<file path="src/design/eth_tx_pkg.sv">
package eth_tx_pkg;

   // Wire framing
   localparam logic [7:0] PREAMBLE_BYTE = 8'h55;
   localparam logic [7:0] SFD_BYTE      = 8'hd5;
   localparam int PREAMBLE_LEN  = 7;
   localparam int MIN_FRAME_LEN = 60;   // Before FCS
   localparam int FCS_LEN       = 4;
   localparam int IFG_LEN       = 12;   // Idle cycles between frames

   // Frame buffer geometry
   localparam int BUF_DEPTH = 2048;
   localparam int BUF_AW    = 11;

   // IEEE 802.3 CRC-32 in reflected form
   localparam logic [31:0] CRC_POLY        = 32'hedb88320;
   localparam logic [31:0] CRC_INIT        = 32'hffffffff;
   localparam logic [31:0] CRC_RESIDUE_XOR = 32'hffffffff;

   // Framer counter widths
   localparam int STEP_W     = $clog2(IFG_LEN);
   localparam int BYTE_CNT_W = $clog2(MIN_FRAME_LEN + 1);

   typedef struct packed {
      logic [7:0] data;
      logic       last;   // Final payload byte
      logic       bad;    // Valid with last
   } fb_byte_t;

   typedef struct packed {
      logic [7:0] txd;
      logic       tx_en;
      logic       tx_er;
   } gmii_tx_t;

   typedef struct packed {
      logic [15:0] frames_good;
      logic [15:0] frames_bad;
   } tx_stats_t;

endpackage

</file>
<file path="src/design/tx_stats.sv">
module tx_stats import eth_tx_pkg::*;
(
   input  logic      clk_i,
   input  logic      reset_i,
   input  logic      frame_done_i,
   input  logic      frame_bad_i,
   output tx_stats_t stats_o
);

   always_ff @(posedge clk_i)
   begin
      if (reset_i)
      begin
         stats_o <= '0;
      end
      else if (frame_done_i)
      begin
         if (frame_bad_i)
         begin
            if (stats_o.frames_bad != '1)   // Hold at max
            begin
               stats_o.frames_bad <= stats_o.frames_bad + 1'b1;
            end
         end
         else
         begin
            if (stats_o.frames_good != '1)
            begin
               stats_o.frames_good <= stats_o.frames_good + 1'b1;
            end
         end
      end
   end

endmodule

</file>
<file path="config.mk">
export PLATFORM = sky130hd
export DESIGN_NAME = tx_stats
export DESIGN_NICKNAME = d
export VERILOG_FILES = /design/src/design/eth_tx_pkg.sv /design/src/design/tx_stats.sv
export SDC_FILE = /design/constraint.sdc
export NUM_CORES = 1
export LEC_CHECK = 0
export CORE_MARGIN = 2
export CORE_UTILIZATION = 60
export DETAILED_ROUTE_END_ITERATION = 16
export DONT_BUFFER_PORTS = 1
export PLACE_DENSITY_LB_ADDON = 0.1
export SYNTH_ARGS = -nofsm -noshare
export SYNTH_HDL_FRONTEND = slang
export SYNTH_SLANG_ARGS = --single-unit
</file>
<file path="constraint.sdc">
create_clock -name clk_i -period 3 [get_ports clk_i]
set_clock_uncertainty 0.15 [all_clocks]
set_input_delay 0 -clock clk_i [delete_from_list [all_inputs] [get_ports clk_i]]
set_output_delay 0 -clock clk_i [all_outputs]
set_load 0.01 [all_outputs]
</file>
; ---- Word-level counts from Yosys, hierarchy flattened
; Cells that the tools add are included.
[word_totals]
register_bits = 32
latch_bits = 0
ramBits = 0
rom_bits = 0
in_bits = 4
word_cells = 9
memories = 0
[op_classes]
addsub = 2
mul = 0
div = 0
n_lt_le_gt_ge = 0
n_eq_ne = 2
shift = 0
mux = 0
bitwise_logic = 1
reduce_logical = 2
[op_table]
columns = operator, count
row1 = adder 16 x 1 -> 16 bit (second input constant), 2
row2 = != test 16 bit (second input constant), 2
row3 = AND reduction 3 bit, 2
row4 = inverter 1 bit, 1

; ---- Logic depth before layout (Yosys ltp)
[logic_depth]
word_depth = 2
depth_mapped = 7

; ---- Worst setup path before layout
; OpenSTA, ideal clock, no wires.
[synth_path]
path_type = register -> register
from = register stats_o[0] (netlist bit)
to = register stats_o[2] (netlist bit)
t_arrival_ns = 1.803
required_time_ns = 2.780
path_slack_ns = 0.977
stages_incl_launch_ff = 7
path_cell_list = dfxtp_1 > ha_1 > and4_2 > and4_1 > buf_6 > or4_2 > a21oi_1
[synth_via]
elab_chain_cells = 2
elab_cells_between_ends = 3
classes_between = add/sub: 1 / eq/ne: 1 / reduce/logical: 1
[synth_rtl]
columns = element, line_no
row1 = "start, declared", tx_stats.sv:7  ; output tx_stats_t stats_o
row2 = branches (longest 2 deep; another with adder 16 x 1 -> 16 bit), --
; Parallel ways; which one is timed is not known.
; A chain may end at the register's enable or synchronous reset.

; ---- Worst setup path after layout
[layout_path]
from = register stats_o[16] (netlist bit)
to = register stats_o[27] (netlist bit)
[layout_via]
elab_chain_cells = 2
elab_cells_between_ends = 3
classes_between = add/sub: 1 / eq/ne: 1 / reduce/logical: 1
[layout_rtl]
columns = element
row1 = branches (longest 2 deep; another with adder 16 x 1 -> 16 bit)
; Parallel ways; which one is timed is not known.

==> summary.txt <==
Status: finished, final reports clean
Antenna Cells: 0
FP Rows: 19
Clock latency of the later-clocked register in the worst-skew pair: 330 ps
Slew headroom: 54.4%
Leading area contributor after synthesis: sky130_fd_sc_hd__dfxtp_1
Hold-fix buffers, CTS: 6
Die ar.: 3260 um^2
Area occupied by multi-input gates: 951 um^2
Critical Path Start Type: flop
Total via count after detailed routing: 1506
Share of total power in the clock network: 36.1%
Period utilization: 81.1%
Data required time of the critical path: 3130 ps
Type of the worst setup path: flop to flop
Max cap viols: 0
Top reg by flops: stats_o
Maximum frequency from static timing analysis: 411 MHz
Port Buffers: 0
Commonest cells in the netlist: 32 x sky130_fd_sc_hd__dfxtp_1, 23 x sky130_fd_sc_hd__a21oi_1, 16 x sky130_fd_sc_hd__o31ai_1, 14 x sky130_fd_sc_hd__or4_1, 12 x sky130_fd_sc_hd__nand2_1
Synthesis-stage register bit count: 32
Final-report setup violation count: 0
Net Sw Power: 173 uW
Number of clock buffers inserted by TritonCTS: 5
Die Y-Extent: 57.1 um
Multiplexer share of the synthesized area: 3.26%
Post-CTS Setup Repair Bufs: 0
Remaining number of nets flagged by the antenna check after routing: 0
Sequential Power Share: 59.8%
Final Power: 724 uW
Root buffer cell: sky130_fd_sc_hd__clkbuf_4
Post_cts resized: 0
Prevailing post-synth register cell: sky130_fd_sc_hd__dfxtp_1
Horizontal die dimension: 57.1 um
Number of global-route vias before repair: 1440
Yosys cell types: 42
Number of enable-type register cells in the synthesized netlist: 0
Via-per-instance ratio: 6.52
Routed WL per cell: 15.8 um
Sum Neg Setup Slack: 0 ps
Sequential Area: 641 um^2
Type of the most critical hold path: input port to flop
Depth of the CTS H-tree: 2
Clk pin slew, worst setup/hold paths: 100 ps
Net count, final: 205
Max FFs per register: 32
Starting density of the core: 62.4%
Setup repair after global routing missed its margin: no
Crit path DAT: 2570 ps
Drt pass-1 iters: 4
Wire length of the first global-routing pass: 6090 um
Critical Path Sink Type: flop
Slew of the pin with the lowest slew margin: 678 ps
Yosys top cell area share: 37.9%
DRT iter0 DRCs: 53
HPWL after detailed placement: 2470 um
Overall routing resource usage: 23.4%
Core Box Area: 2710 um^2
Clk sink count: 32
Cell area after synthesis: 1690 um^2
Post-Synth Simple-Gate Area: 32.9%
Post-Synthesis Mean Instance Area: 8.71 um^2
Final hold vios: 0
Max IR drop VDD: 0.324 mV
Area fraction in compound gates after synthesis: 18.1%
Final-layout fill cell count: 252
Worst-path maximum fanout: 11
Static leakage power: 0.000534 uW
Top Ports: 36
Combinational family with the most area after synthesis: simple AND/OR/NAND/NOR gates
Clock tree from TritonCTS: built
Initial antenna violation count: 0
Syn. warnings: 0
Fraction of power spent switching nets: 23.9%
Growth of design area from synthesis to finish: 6.00%
Total gr overflow: 0
Final count of pins violating max slew: 0
Xor/xnor share of the synthesized area: 0.518%
Biggest regs: stats_o: 32 flops
Mapped Nets: 200
Power density of the placed cells: 404 nW/um^2
Number of instances in the synthesized netlist: 194
Layout cell share with drive strength beyond 1: 12.5%
Internal power: 551 uW
Count leader, synth: sky130_fd_sc_hd__dfxtp_1
Post-synthesis sequential area ratio: 37.9%
Post-synth ARST share: 0%
Leading cell types by total area after synthesis: sky130_fd_sc_hd__dfxtp_1 38%, sky130_fd_sc_hd__o31ai_1 7.1%, sky130_fd_sc_hd__a21oi_1 6.8%, sky130_fd_sc_hd__or4_1 6.2%, sky130_fd_sc_hd__nand3_1 3.3%
Number of buffers on the longest clock path: 2
Synth Area in Adders: 1.48%
Pin count of the biggest net entering global routing: 37
Remaining design rule violation count: 0
Share of total power in combinational logic: 4.1%
Period minus WS final: 2430 ps
Placer's final routability congestion estimate: 0.802
Wire length reported by the detailed router: 3640 um
## logic make-up (layout without fill, tap and decap cells)
| group | after synthesis | after routing |
|---|---|---|
| and+or+nand+nor | 90 | 90 |
| AOI/OAI and AO/OA | 49 | 49 |
| DFF | 32 | 32 |
| buffers and inverters | 15 | 21 |
| muxes | 5 | 5 |
| adders and majority gates | 2 | 2 |
| xor gates and xnor gates | 1 | 1 |
## critical path, cell delays in order (launching register included)
cell                            delay (ps)
sky130_fd_sc_hd__dfxtp_1               390
sky130_fd_sc_hd__ha_1                  260
sky130_fd_sc_hd__nand3_1               170
sky130_fd_sc_hd__nor4_1                 80
sky130_fd_sc_hd__buf_4                 180
sky130_fd_sc_hd__or4_1                 470
sky130_fd_sc_hd__a21oi_1               140
sky130_fd_sc_hd__dlygate4sd3_1         540
## routing by layer
metal | GRT usage (%) | routed length, um
met3 | 7.03 | 216
met2 | 40.1 | 1810
met1 | 26.2 | 1570
met4 | 12.0 | 39
met5 | 0 | 0
## path summary, 6_finish.rpt
| kind | start | to | slack, ps | cells after the start |
|---|---|---|---|---|
| max reg2reg | stats_o[16] | stats_o[27] | 570 | 7 |
| min reg2reg | stats_o[19] | stats_o[19] | 420 | 2 |
| min | frame_bad_i | stats_o[4] | 40 | 3 |
| max | stats_o[16] | stats_o[27] | 570 | 7 |
## power groups by stage
stage	Combinational, uW	Clock, uW	Sequential (uW)
after global routing	32.1	281	434
after detailed placement	14.0	0	443
final	29.4	262	433
after global placement	12.9	0	443
after floorplan	20.0	0	442
after CTS	29.0	270	433
## placed cells by master (no fill, tap or decap), types with 6 or more instances in the layout
master / synthesis / layout
sky130_fd_sc_hd__nand3_1: 11 / 11
sky130_fd_sc_hd__o31ai_1: 16 / 16
sky130_fd_sc_hd__inv_1: 6 / 6
sky130_fd_sc_hd__nor2_1: 9 / 9
sky130_fd_sc_hd__a21oi_1: 23 / 23
sky130_fd_sc_hd__or4_1: 14 / 14
sky130_fd_sc_hd__nand2_1: 12 / 12
sky130_fd_sc_hd__dfxtp_1: 32 / 32
## layout make-up
class | count | area share, %
Inverter | 6 | 1.26
Sequential cell | 32 | 35.8
Clock buffer | 6 | 2.86
Timing Repair Buffer | 7 | 4.33
Clock inverter | 2 | 0.559
Multi-Input combinational cell | 147 | 53.1
Tap cell | 31 | 2.16
## per-stage QoR
step                hold slack (ps)  cells  setup WS (ps)  utilization [%]  area [um^2]
floorplan                       127    194            977                -         1690
global placement              -78.0    217            808             61.3         1660
detailed placement            -75.8    217            732             61.3         1660
CTS                            2.69    231            581             66.1         1790
global route                   64.2    231            434             66.1         1790
finish                         40.7    231            566             66.1         1790
(Power assumes the default switching activity.)
