File: src/design/eth_tx_pkg.sv
package eth_tx_pkg;

   // Wire framing
   localparam logic [7:0] PREAMBLE_BYTE = 8'h55;
   localparam logic [7:0] SFD_BYTE      = 8'hd5;
   localparam int PREAMBLE_LEN  = 7;
   localparam int MIN_FRAME_LEN = 60;   // Before FCS
   localparam int FCS_LEN       = 4;
   localparam int IFG_LEN       = 12;   // Idle cycles between frames

   // Frame buffer geometry
   localparam int BUF_DEPTH = 2048;
   localparam int BUF_AW    = 11;

   // IEEE 802.3 CRC-32 in reflected form
   localparam logic [31:0] CRC_POLY        = 32'hedb88320;
   localparam logic [31:0] CRC_INIT        = 32'hffffffff;
   localparam logic [31:0] CRC_RESIDUE_XOR = 32'hffffffff;

   // Framer counter widths
   localparam int STEP_W     = $clog2(IFG_LEN);
   localparam int BYTE_CNT_W = $clog2(MIN_FRAME_LEN + 1);

   typedef struct packed {
      logic [7:0] data;
      logic       last;   // Final payload byte
      logic       bad;    // Valid with last
   } fb_byte_t;

   typedef struct packed {
      logic [7:0] txd;
      logic       tx_en;
      logic       tx_er;
   } gmii_tx_t;

   typedef struct packed {
      logic [15:0] frames_good;
      logic [15:0] frames_bad;
   } tx_stats_t;

endpackage

File: src/design/crc32_gen.sv
module crc32_gen import eth_tx_pkg::*;
(
   input  logic        clk_i,
   input  logic        reset_i,
   input  logic        clear_i,
   input  logic        update_i,
   input  logic [7:0]  data_i,
   output logic [31:0] fcs_o
);

   logic [31:0] crc_q;

   // Shift one byte LSB first through the reflected register
   function automatic logic [31:0] crc_byte(input logic [31:0] crc, input logic [7:0] data);
      logic [31:0] c;
      c = crc ^ {24'd0, data};
      for (int i = 0; i < 8; i++)
      begin
         c = c[0] ? ((c >> 1) ^ CRC_POLY) : (c >> 1);
      end
      return c;
   endfunction

   always_ff @(posedge clk_i)
   begin
      if (reset_i)
      begin
         crc_q <= CRC_INIT;
      end
      else if (clear_i)
      begin
         crc_q <= CRC_INIT;
      end
      else if (update_i)
      begin
         crc_q <= crc_byte(crc_q, data_i);
      end
   end

   assign fcs_o = crc_q ^ CRC_RESIDUE_XOR;   // Byte 0 goes out first

endmodule

File: src/design/gmii_tx_framer.sv
module gmii_tx_framer import eth_tx_pkg::*;
(
   input  logic     clk_i,
   input  logic     reset_i,
   input  logic     frame_avail_i,
   output logic     rd_o,
   input  fb_byte_t rd_data_i,
   output gmii_tx_t gmii_o,
   output logic     frame_done_o,
   output logic     frame_bad_o
);

   typedef enum logic [2:0] {
      S_IDLE,
      S_PREAMBLE,
      S_SFD,
      S_PAYLOAD,
      S_PAD,
      S_FCS,
      S_GAP
   } state_t;

   state_t                state_q;
   state_t                state_d;
   logic [STEP_W-1:0]     step_q;       // Preamble, FCS and gap position
   logic [STEP_W-1:0]     step_d;
   logic [BYTE_CNT_W-1:0] byte_cnt_q;   // Bytes sent up to MIN_FRAME_LEN
   logic [BYTE_CNT_W-1:0] byte_cnt_d;
   logic                  bad_q;
   logic                  bad_d;
   logic                  done_q;
   logic                  done_d;
   gmii_tx_t              gmii_q;
   gmii_tx_t              gmii_d;
   logic                  crc_clear;
   logic                  crc_update;
   logic [7:0]            crc_data;
   logic [31:0]           fcs;

   crc32_gen crc32_gen_i (
      .clk_i    (clk_i),
      .reset_i  (reset_i),
      .clear_i  (crc_clear),
      .update_i (crc_update),
      .data_i   (crc_data),
      .fcs_o    (fcs)
   );

   always_comb
   begin
      state_d    = state_q;
      step_d     = step_q;
      byte_cnt_d = byte_cnt_q;
      bad_d      = bad_q;
      done_d     = 1'b0;
      gmii_d     = '0;
      rd_o       = 1'b0;
      crc_clear  = 1'b0;
      crc_update = 1'b0;
      crc_data   = 8'h00;

      case (state_q)
         S_IDLE:
         begin
            if (frame_avail_i)   // Whole frame already stored
            begin
               state_d = S_PREAMBLE;
               step_d  = '0;
            end
         end
         S_PREAMBLE:
         begin
            gmii_d.txd   = PREAMBLE_BYTE;
            gmii_d.tx_en = 1'b1;
            crc_clear    = 1'b1;
            step_d       = step_q + 1'b1;
            if (step_q == STEP_W'(PREAMBLE_LEN - 1))
            begin
               state_d = S_SFD;
            end
         end
         S_SFD:
         begin
            gmii_d.txd   = SFD_BYTE;
            gmii_d.tx_en = 1'b1;
            byte_cnt_d   = '0;
            state_d      = S_PAYLOAD;
         end
         S_PAYLOAD:
         begin
            gmii_d.txd   = rd_data_i.data;
            gmii_d.tx_en = 1'b1;
            rd_o         = 1'b1;
            crc_update   = 1'b1;
            crc_data     = rd_data_i.data;
            if (byte_cnt_q != BYTE_CNT_W'(MIN_FRAME_LEN))
            begin
               byte_cnt_d = byte_cnt_q + 1'b1;
            end
            if (rd_data_i.last)
            begin
               bad_d  = rd_data_i.bad;
               step_d = '0;
               // Short frame still needs zero fill
               state_d = (byte_cnt_q < BYTE_CNT_W'(MIN_FRAME_LEN - 1)) ? S_PAD : S_FCS;
            end
         end
         S_PAD:
         begin
            gmii_d.tx_en = 1'b1;   // txd stays zero
            crc_update   = 1'b1;
            byte_cnt_d   = byte_cnt_q + 1'b1;
            if (byte_cnt_q == BYTE_CNT_W'(MIN_FRAME_LEN - 1))
            begin
               state_d = S_FCS;
               step_d  = '0;
            end
         end
         S_FCS:
         begin
            gmii_d.txd   = fcs[{step_q[1:0], 3'b000} +: 8];
            gmii_d.tx_en = 1'b1;
            gmii_d.tx_er = bad_q;   // PHY corrupts a bad frame
            step_d       = step_q + 1'b1;
            if (step_q == STEP_W'(FCS_LEN - 1))
            begin
               state_d = S_GAP;
               step_d  = '0;
               done_d  = 1'b1;
            end
         end
         S_GAP:
         begin
            step_d = step_q + 1'b1;
            if (step_q == STEP_W'(IFG_LEN - 1))
            begin
               state_d = S_IDLE;
            end
         end
         default: state_d = S_IDLE;
      endcase
   end

   always_ff @(posedge clk_i)
   begin
      if (reset_i)
      begin
         state_q    <= S_IDLE;
         step_q     <= '0;
         byte_cnt_q <= '0;
         bad_q      <= 1'b0;
         done_q     <= 1'b0;
         gmii_q     <= '0;
      end
      else
      begin
         state_q    <= state_d;
         step_q     <= step_d;
         byte_cnt_q <= byte_cnt_d;
         bad_q      <= bad_d;
         done_q     <= done_d;
         gmii_q     <= gmii_d;   // Single output register for all GMII lines
      end
   end

   assign gmii_o       = gmii_q;
   assign frame_done_o = done_q;
   assign frame_bad_o  = bad_q;

endmodule

File: config.mk
export PLATFORM = sky130hd
export DESIGN_NAME = gmii_tx_framer
export DESIGN_NICKNAME = d
export VERILOG_FILES = /design/src/design/eth_tx_pkg.sv /design/src/design/crc32_gen.sv /design/src/design/gmii_tx_framer.sv
export SDC_FILE = /design/constraint.sdc
export NUM_CORES = 1
export LEC_CHECK = 0
export BUFFER_PORTS_ARGS = -buffer_cell sky130_fd_sc_hd__buf_2
export CAP_MARGIN = 20
export CORE_AREA = 8 8 115 117
export CTS_BUF_LIST = sky130_fd_sc_hd__clkbuf_4 sky130_fd_sc_hd__clkbuf_8
export CTS_CLUSTER_DIAMETER = 100
export CTS_CLUSTER_SIZE = 20
export DETAILED_ROUTE_END_ITERATION = 16
export DIE_AREA = 0 0 123 125
export GPL_TIMING_DRIVEN = 0
export PLACE_DENSITY_LB_ADDON = 0.08
export SLEW_MARGIN = 25
export SYNTH_ARGS = -nofsm -noshare
export SYNTH_HDL_FRONTEND = slang
export SYNTH_SLANG_ARGS = --single-unit
File: constraint.sdc
create_clock -name clk_i -period 3.3 [get_ports clk_i]
set_input_delay 0.66 -clock clk_i [delete_from_list [all_inputs] [get_ports clk_i]]
set_output_delay 0.66 -clock clk_i [all_outputs]
set_load 0.03 [all_outputs]
# == After elaboration in Yosys (flattened, before gate mapping) ==
# Cells that the tools add are included.
# totals
romBits,0
mem_count,0
output_inout_bits,13
ramBits,0
latchBits,0
register_bits,57
word_cells,84
in_bits,13
# op_classes
n_lt_le_gt_ge,1
shifts,1
mul,0
eq_ne,18
add_sub_neg,2
reduce_logical,12
muxes,30
bitwise_logic,11
div,0
# op_table
cell,count
32-bit two-way mux,8
13-bit inverter with 14-bit output,8
32-bit inverter,1
8-bit case mux with 4 select lines,1
32-bit by 6-bit variable part select with 8-bit output,1
32-bit by 8-bit bitwise XOR with 32-bit output,1
3-bit case mux with 7 select lines,1
4-bit case mux with 5 select lines,1
3-bit two-way mux,6
6-bit case mux with 3 select lines,1
4-bit two-way mux,4
2-bit != test (second input constant),7
3-bit equality test (second input constant),3
8-bit two-way mux,1
2-bit OR reduction,4
6-bit by 1-bit adder with 6-bit output (second input constant),1
3-bit by 2-bit equality test with 1-bit output (second input constant),2
6-bit equality test (second input constant),1
6-bit less-than comparator (second input constant),1
1-bit two-way mux,6
6-bit two-way mux,1
6-bit != test (second input constant),1
6-bit AND reduction,1
5-bit nonzero test,1
11 further kinds,12

# == Longest topological paths before layout ==
# logic_depth
ltp_word,19
depth_mapped,9
depth_no_buf,8

# == Modules after synthesis ==
# Synthesis repeated with hierarchy kept, for this count alone.
# unflattened
cells_unflattened,383
area_unflattened_um2,3759.9
# modules_own_cells
mod,n_inst,seq_area_each_um2,cells_per_inst,area_each_um2
crc32_gen,1,640.6,211,2229.6
gmii_tx_framer,1,500.5,172,1530.2

# == Least setup slack after synthesis ==
# No wires, ideal clock.
# synth_timing
path_type,register -> register
start,register state_q[1]
end,register crc32_gen_i.crc_q[18]
setup_ps,114
arrival_time_ps,2188
stages_incl_launch_ff,10
setup_slack_ps,998
period_less_slack_ps,2302
path_buffers,3
required_time_ps,3186
path_cell_list,dfxtp_1 buf_2 buf_2 nand2_1 nor2_1 a21oi_1 clkbuf_1 nand2_1 nand2_1 a21o_1
# synth_via
elab_chain_len,15
elab_cells_between_ends,22
cone_classes,eq/ne (3); mux (11); bitwise (6); reduce/logical (2)
# synth_lines
element,line,source
start: declaration,gmii_tx_framer.sv:23,state_t state_q;
start signal: assignment,gmii_tx_framer.sv:157,state_q <= state_d;
3-bit by 2-bit equality test with 1-bit output,gmii_tx_framer.sv:62,case (state_q)
8-bit two-way mux,gmii_tx_framer.sv:62,
32-bit by 8-bit bitwise XOR with 32-bit output,crc32_gen.sv:16,"c = crc ^ {24'd0, data};"
32-bit two-way mux (2 in a row),crc32_gen.sv:19,c = c[0] ? ((c >> 1) ^ CRC_POLY) : (c >> 1);
13-bit inverter with 14-bit output (no source line),-,
32-bit two-way mux (2 in a row),crc32_gen.sv:19,
13-bit inverter with 14-bit output (no source line),-,
32-bit two-way mux,crc32_gen.sv:19,
13-bit inverter with 14-bit output (no source line),-,
32-bit two-way mux,crc32_gen.sv:19,
13-bit inverter with 14-bit output (no source line),-,
32-bit two-way mux (2 in a row),crc32_gen.sv:19,
end signal: assignment,crc32_gen.sv:36,"crc_q <= crc_byte(crc_q, data_i);"
end: declaration,crc32_gen.sv:11,logic [31:0] crc_q;
# Parallel ways exist; a longest one is shown, timed or not.
# A chain may end at the register's enable or synchronous reset.

# == Final worst setup path ==
# layout_timing
start,register state_q[1]
end,output port rd_o
# layout_via
elab_chain_len,2
# layout_lines
element,line,source
3-bit by 2-bit equality test with 1-bit output,gmii_tx_framer.sv:62,
1-bit two-way mux,gmii_tx_framer.sv:62,
end: declaration,gmii_tx_framer.sv:6,"output logic rd_o,"
# No other way between the ends.

==> results.py <==
metrics = {
    "status": {
        "status": "complete, no violations",
    },
    "detailed_routing": {
        "vias": 2664,
        "first_pass_iters": 4,
        "viasPerCell": 4.92,
        "totalWireLength_um": 10100,
        "drc": 0,
        "antenna_left": 0,
        "drtIter0Drc": 203,
        "drt-wirelength-per-cell_um": 18.7,
    },
    "synth": {
        "syn_nets": 376,
        "yosys_warnings": 0,
        "synth-seq-cells": 57,
        "syn_area_mm2": 0.00334,
        "synthCells": 356,
        "synth-edff-count": 0,
        "synth_top_area_share_pct": 34.2,
        "synth_area_leaders": "dfxtp_1 34%, xnor2_1 9.2%, xor2_1 6.8%",
        "synth_area_per_cell_um2": 9.37,
        "seq_area_frac_synth_pct": 34.2,
        "synth-main-ff-cell": "dfxtp_1",
        "yosysUniqueCellTypes": 42,
        "yosysTopAreaCell": "dfxtp_1",
        "async_flop_share_pct": 0,
    },
    "global_routing": {
        "grt_overflow_total": 0,
        "grt_pass1_wl_um": 15600,
        "grt_pass1_vias": 2554,
        "track_usage_pct": 13.7,
        "grt_max_degree": 12,
        "antenna_found_initial": 0,
    },
    "power": {
        "leakage_nw": 1.46,
        "p_clk_share_pct": 21.5,
        "p_comb_share_pct": 47.7,
        "p_sw_w": 0.00119,
        "power_density_mw_per_mm2": 747,
        "sw_frac_of_total_pct": 41.9,
        "p_seq_share_pct": 30.8,
        "peakVddDrop_uv": 245,
        "internal_power_w": 0.00166,
    },
    "clocking": {
        "cts_max_level": 3,
        "clockRootBuffer": "clkbuf_8",
        "clock_latency_ps": 340,
        "postCtsSetupBuffers": 0,
        "clockBufferDepth": 2,
        "cts.sinks": 57,
        "numCtsBuffers": 9,
        "cts.hold.buffers_added": 0,
        "cts.repair.resized": 0,
        "cts_tree": "done",
        "cts.reportedPaths.clkPinSlew_ps": 70,
    },
    "cells_and_area": {
        "final_cells": 541,
        "drive_gt1_share_pct": 17.3,
        "final_core_util_pct": 32.8,
        "n_antenna_cell": 0,
        "nFillCells": 1241,
        "syn_to_final_growth_pct": 14.3,
        "fin_nets": 411,
    },
    "placed_design": {
        "hpwlAfterDp_um": 7400,
        "place.gp.congestion": 0.749,
        "dp_cells": 527,
        "port_buffers": 24,
    },
    "setup_path": {
        "crit_required_ps": 2640,
        "cp-start-kind": "flop",
        "crit_path_end_kind": "output port",
        "worst_ep_arrival_time_ps": 2270,
        "path_class": "reg2out",
        "path_max_fanout": 10,
    },
    "flow_run": {
        "maxCapViolations": 0,
    },
    "floorplan": {
        "die_area_mm2": 0.0154,
        "initial_core_util_pct": 28.7,
        "die_w_um": 123,
        "die_h_um": 125,
        "design.core.area_mm2": 0.0116,
        "placementRows": 40,
        "ioPinCount": 26,
    },
    "timing": {
        "hold_ws_ps": 466,
        "fmax_mhz": 341,
        "rsz0062_at_grt": "false",
        "fin_crit_sh_pct": 88.8,
        "final-setup-viol-count": 0,
        "setup-tns-final_ps": 0,
        "finalHoldViolCount": 0,
        "skew_ps": 7.20,
        "fin_crit_ps": 2930,
        "drv_slew": 0,
        "slew_headroom_pct": 41.6,
        "tightestPinTransition_ps": 876,
    },
    "worst_hold_path": {
        "hold_class": "reg2reg",
    },
}
==> layout by cell type, fill, tap and decap left out, drive strengths merged, types with 4 or more instances in the layout <==
| cell | n |
|---|---|
| xor2 | 35 |
| inv | 10 |
| nand2 | 31 |
| dfxtp | 57 |
| ha | 7 |
| a21o | 4 |
| o211a | 4 |
| nor2 | 34 |
| mux4 | 8 |
| nand3 | 5 |
| buf | 28 |
| o211ai | 18 |
| nand4b | 8 |
| o21ai | 20 |
| clkbuf | 29 |
| xnor2 | 41 |
| a21oi | 25 |
| a31oi | 4 |
==> area by class of cell <==
class,count,area [µm²],area share (%)
tap,147,184,4.82
sequential,57,1140,29.9
buffer,19,75.1,1.97
inverter,10,37.5,0.984
timing repair buffer,24,120,3.15
clock buffer,14,174,4.56
multi-input combinational,270,2080,54.6
==> cells by family after synthesis <==
family          synth area share (%)
simple gates                    13.9
compound gates                  15.5
xor+xnor                        24.7
flops                           34.2
buf+inv                         3.38
mux                             5.70
fa+ha+maj                       2.63
==> layer usage <==
metal	vias up	wire length [µm]	track usage, %
met1	1314	5160	19.8
met5	-	0	0
met3	5	484	3.15
met4	0	85	5.32
li1	1290	-	-
met2	55	4360	19.2
==> flip-flops by register name (all words and copies together) (netlist names) <==
name               count
byte_cnt_q             6
crc32_gen_i.crc_q     32
frame_bad_o            1
frame_done_o           1
gmii_o                10
state_q                3
step_q                 4
==> cells in the mapped netlist (2+ instances only) <==
library cell	number
xor2_2	7
dfxtp_1	57
a31oi_1	4
nor3b_1	2
inv_1	10
nand3_1	5
nand2_1	31
ha_1	7
nor3_1	2
nor2_1	34
nand4b_2	3
nand4b_1	5
xor2_1	26
xnor2_1	35
buf_2	3
clkbuf_1	15
nand4_1	3
or3_1	2
a21oi_1	25
o211a_1	4
o21ai_0	19
mux4_2	8
o211ai_1	18
xor2_4	2
nand2b_1	3
xnor2_2	6
nor2b_1	2
a21o_1	4
==> path summary, 6_finish.rpt <==
kind | slack, ps | depth (start not counted) | start | endpoint
setup / recovery | 370 | 5 | state_q[1]$_SDFFE_PP0P_ | rd_o
hold / removal | 470 | 2 | frame_bad_o$_SDFFE_PP0P_ | frame_bad_o$_SDFFE_PP0P_
setup reg to reg | 520 | 6 | state_q[2]$_SDFFE_PP0P_ | crc32_gen_i.crc_q[24]$_SDFFE_PP1P_
hold reg to reg | 470 | 2 | frame_bad_o$_SDFFE_PP0P_ | frame_bad_o$_SDFFE_PP0P_
==> worst max-delay path: stages (launching register included) <==
cell and delay, ps:
dfxtp_1 370, buf_2 280, buf_2 280, nand2_1 230, nor2_1 470, buf_2 300
==> power groups by stage <==
stage / clock [W] / combinational [W] / sequential [W]
3_5_place_dp: 0 / 0.00136 / 0.000891
4_1_cts: 0.000639 / 0.00137 / 0.000875
6_report: 0.000614 / 0.00136 / 0.000877
3_3_place_gp: 0 / 0.00136 / 0.000889
2_1_floorplan: 0 / 0.000994 / 0.000919
5_1_grt: 0.000674 / 0.00150 / 0.000887
==> per-stage QoR <==
stage | power, W | setup slack [ps] | cell area, µm²
after floorplan | 0.00191 | 998 | 3340
after global placement | 0.00225 | 524 | 3640
after detailed placement | 0.00225 | 478 | 3640
after CTS | 0.00289 | 352 | 3810
after global routing | 0.00306 | 263 | 3810
final | 0.00285 | 371 | 3810
(Power assumes the default switching activity.)
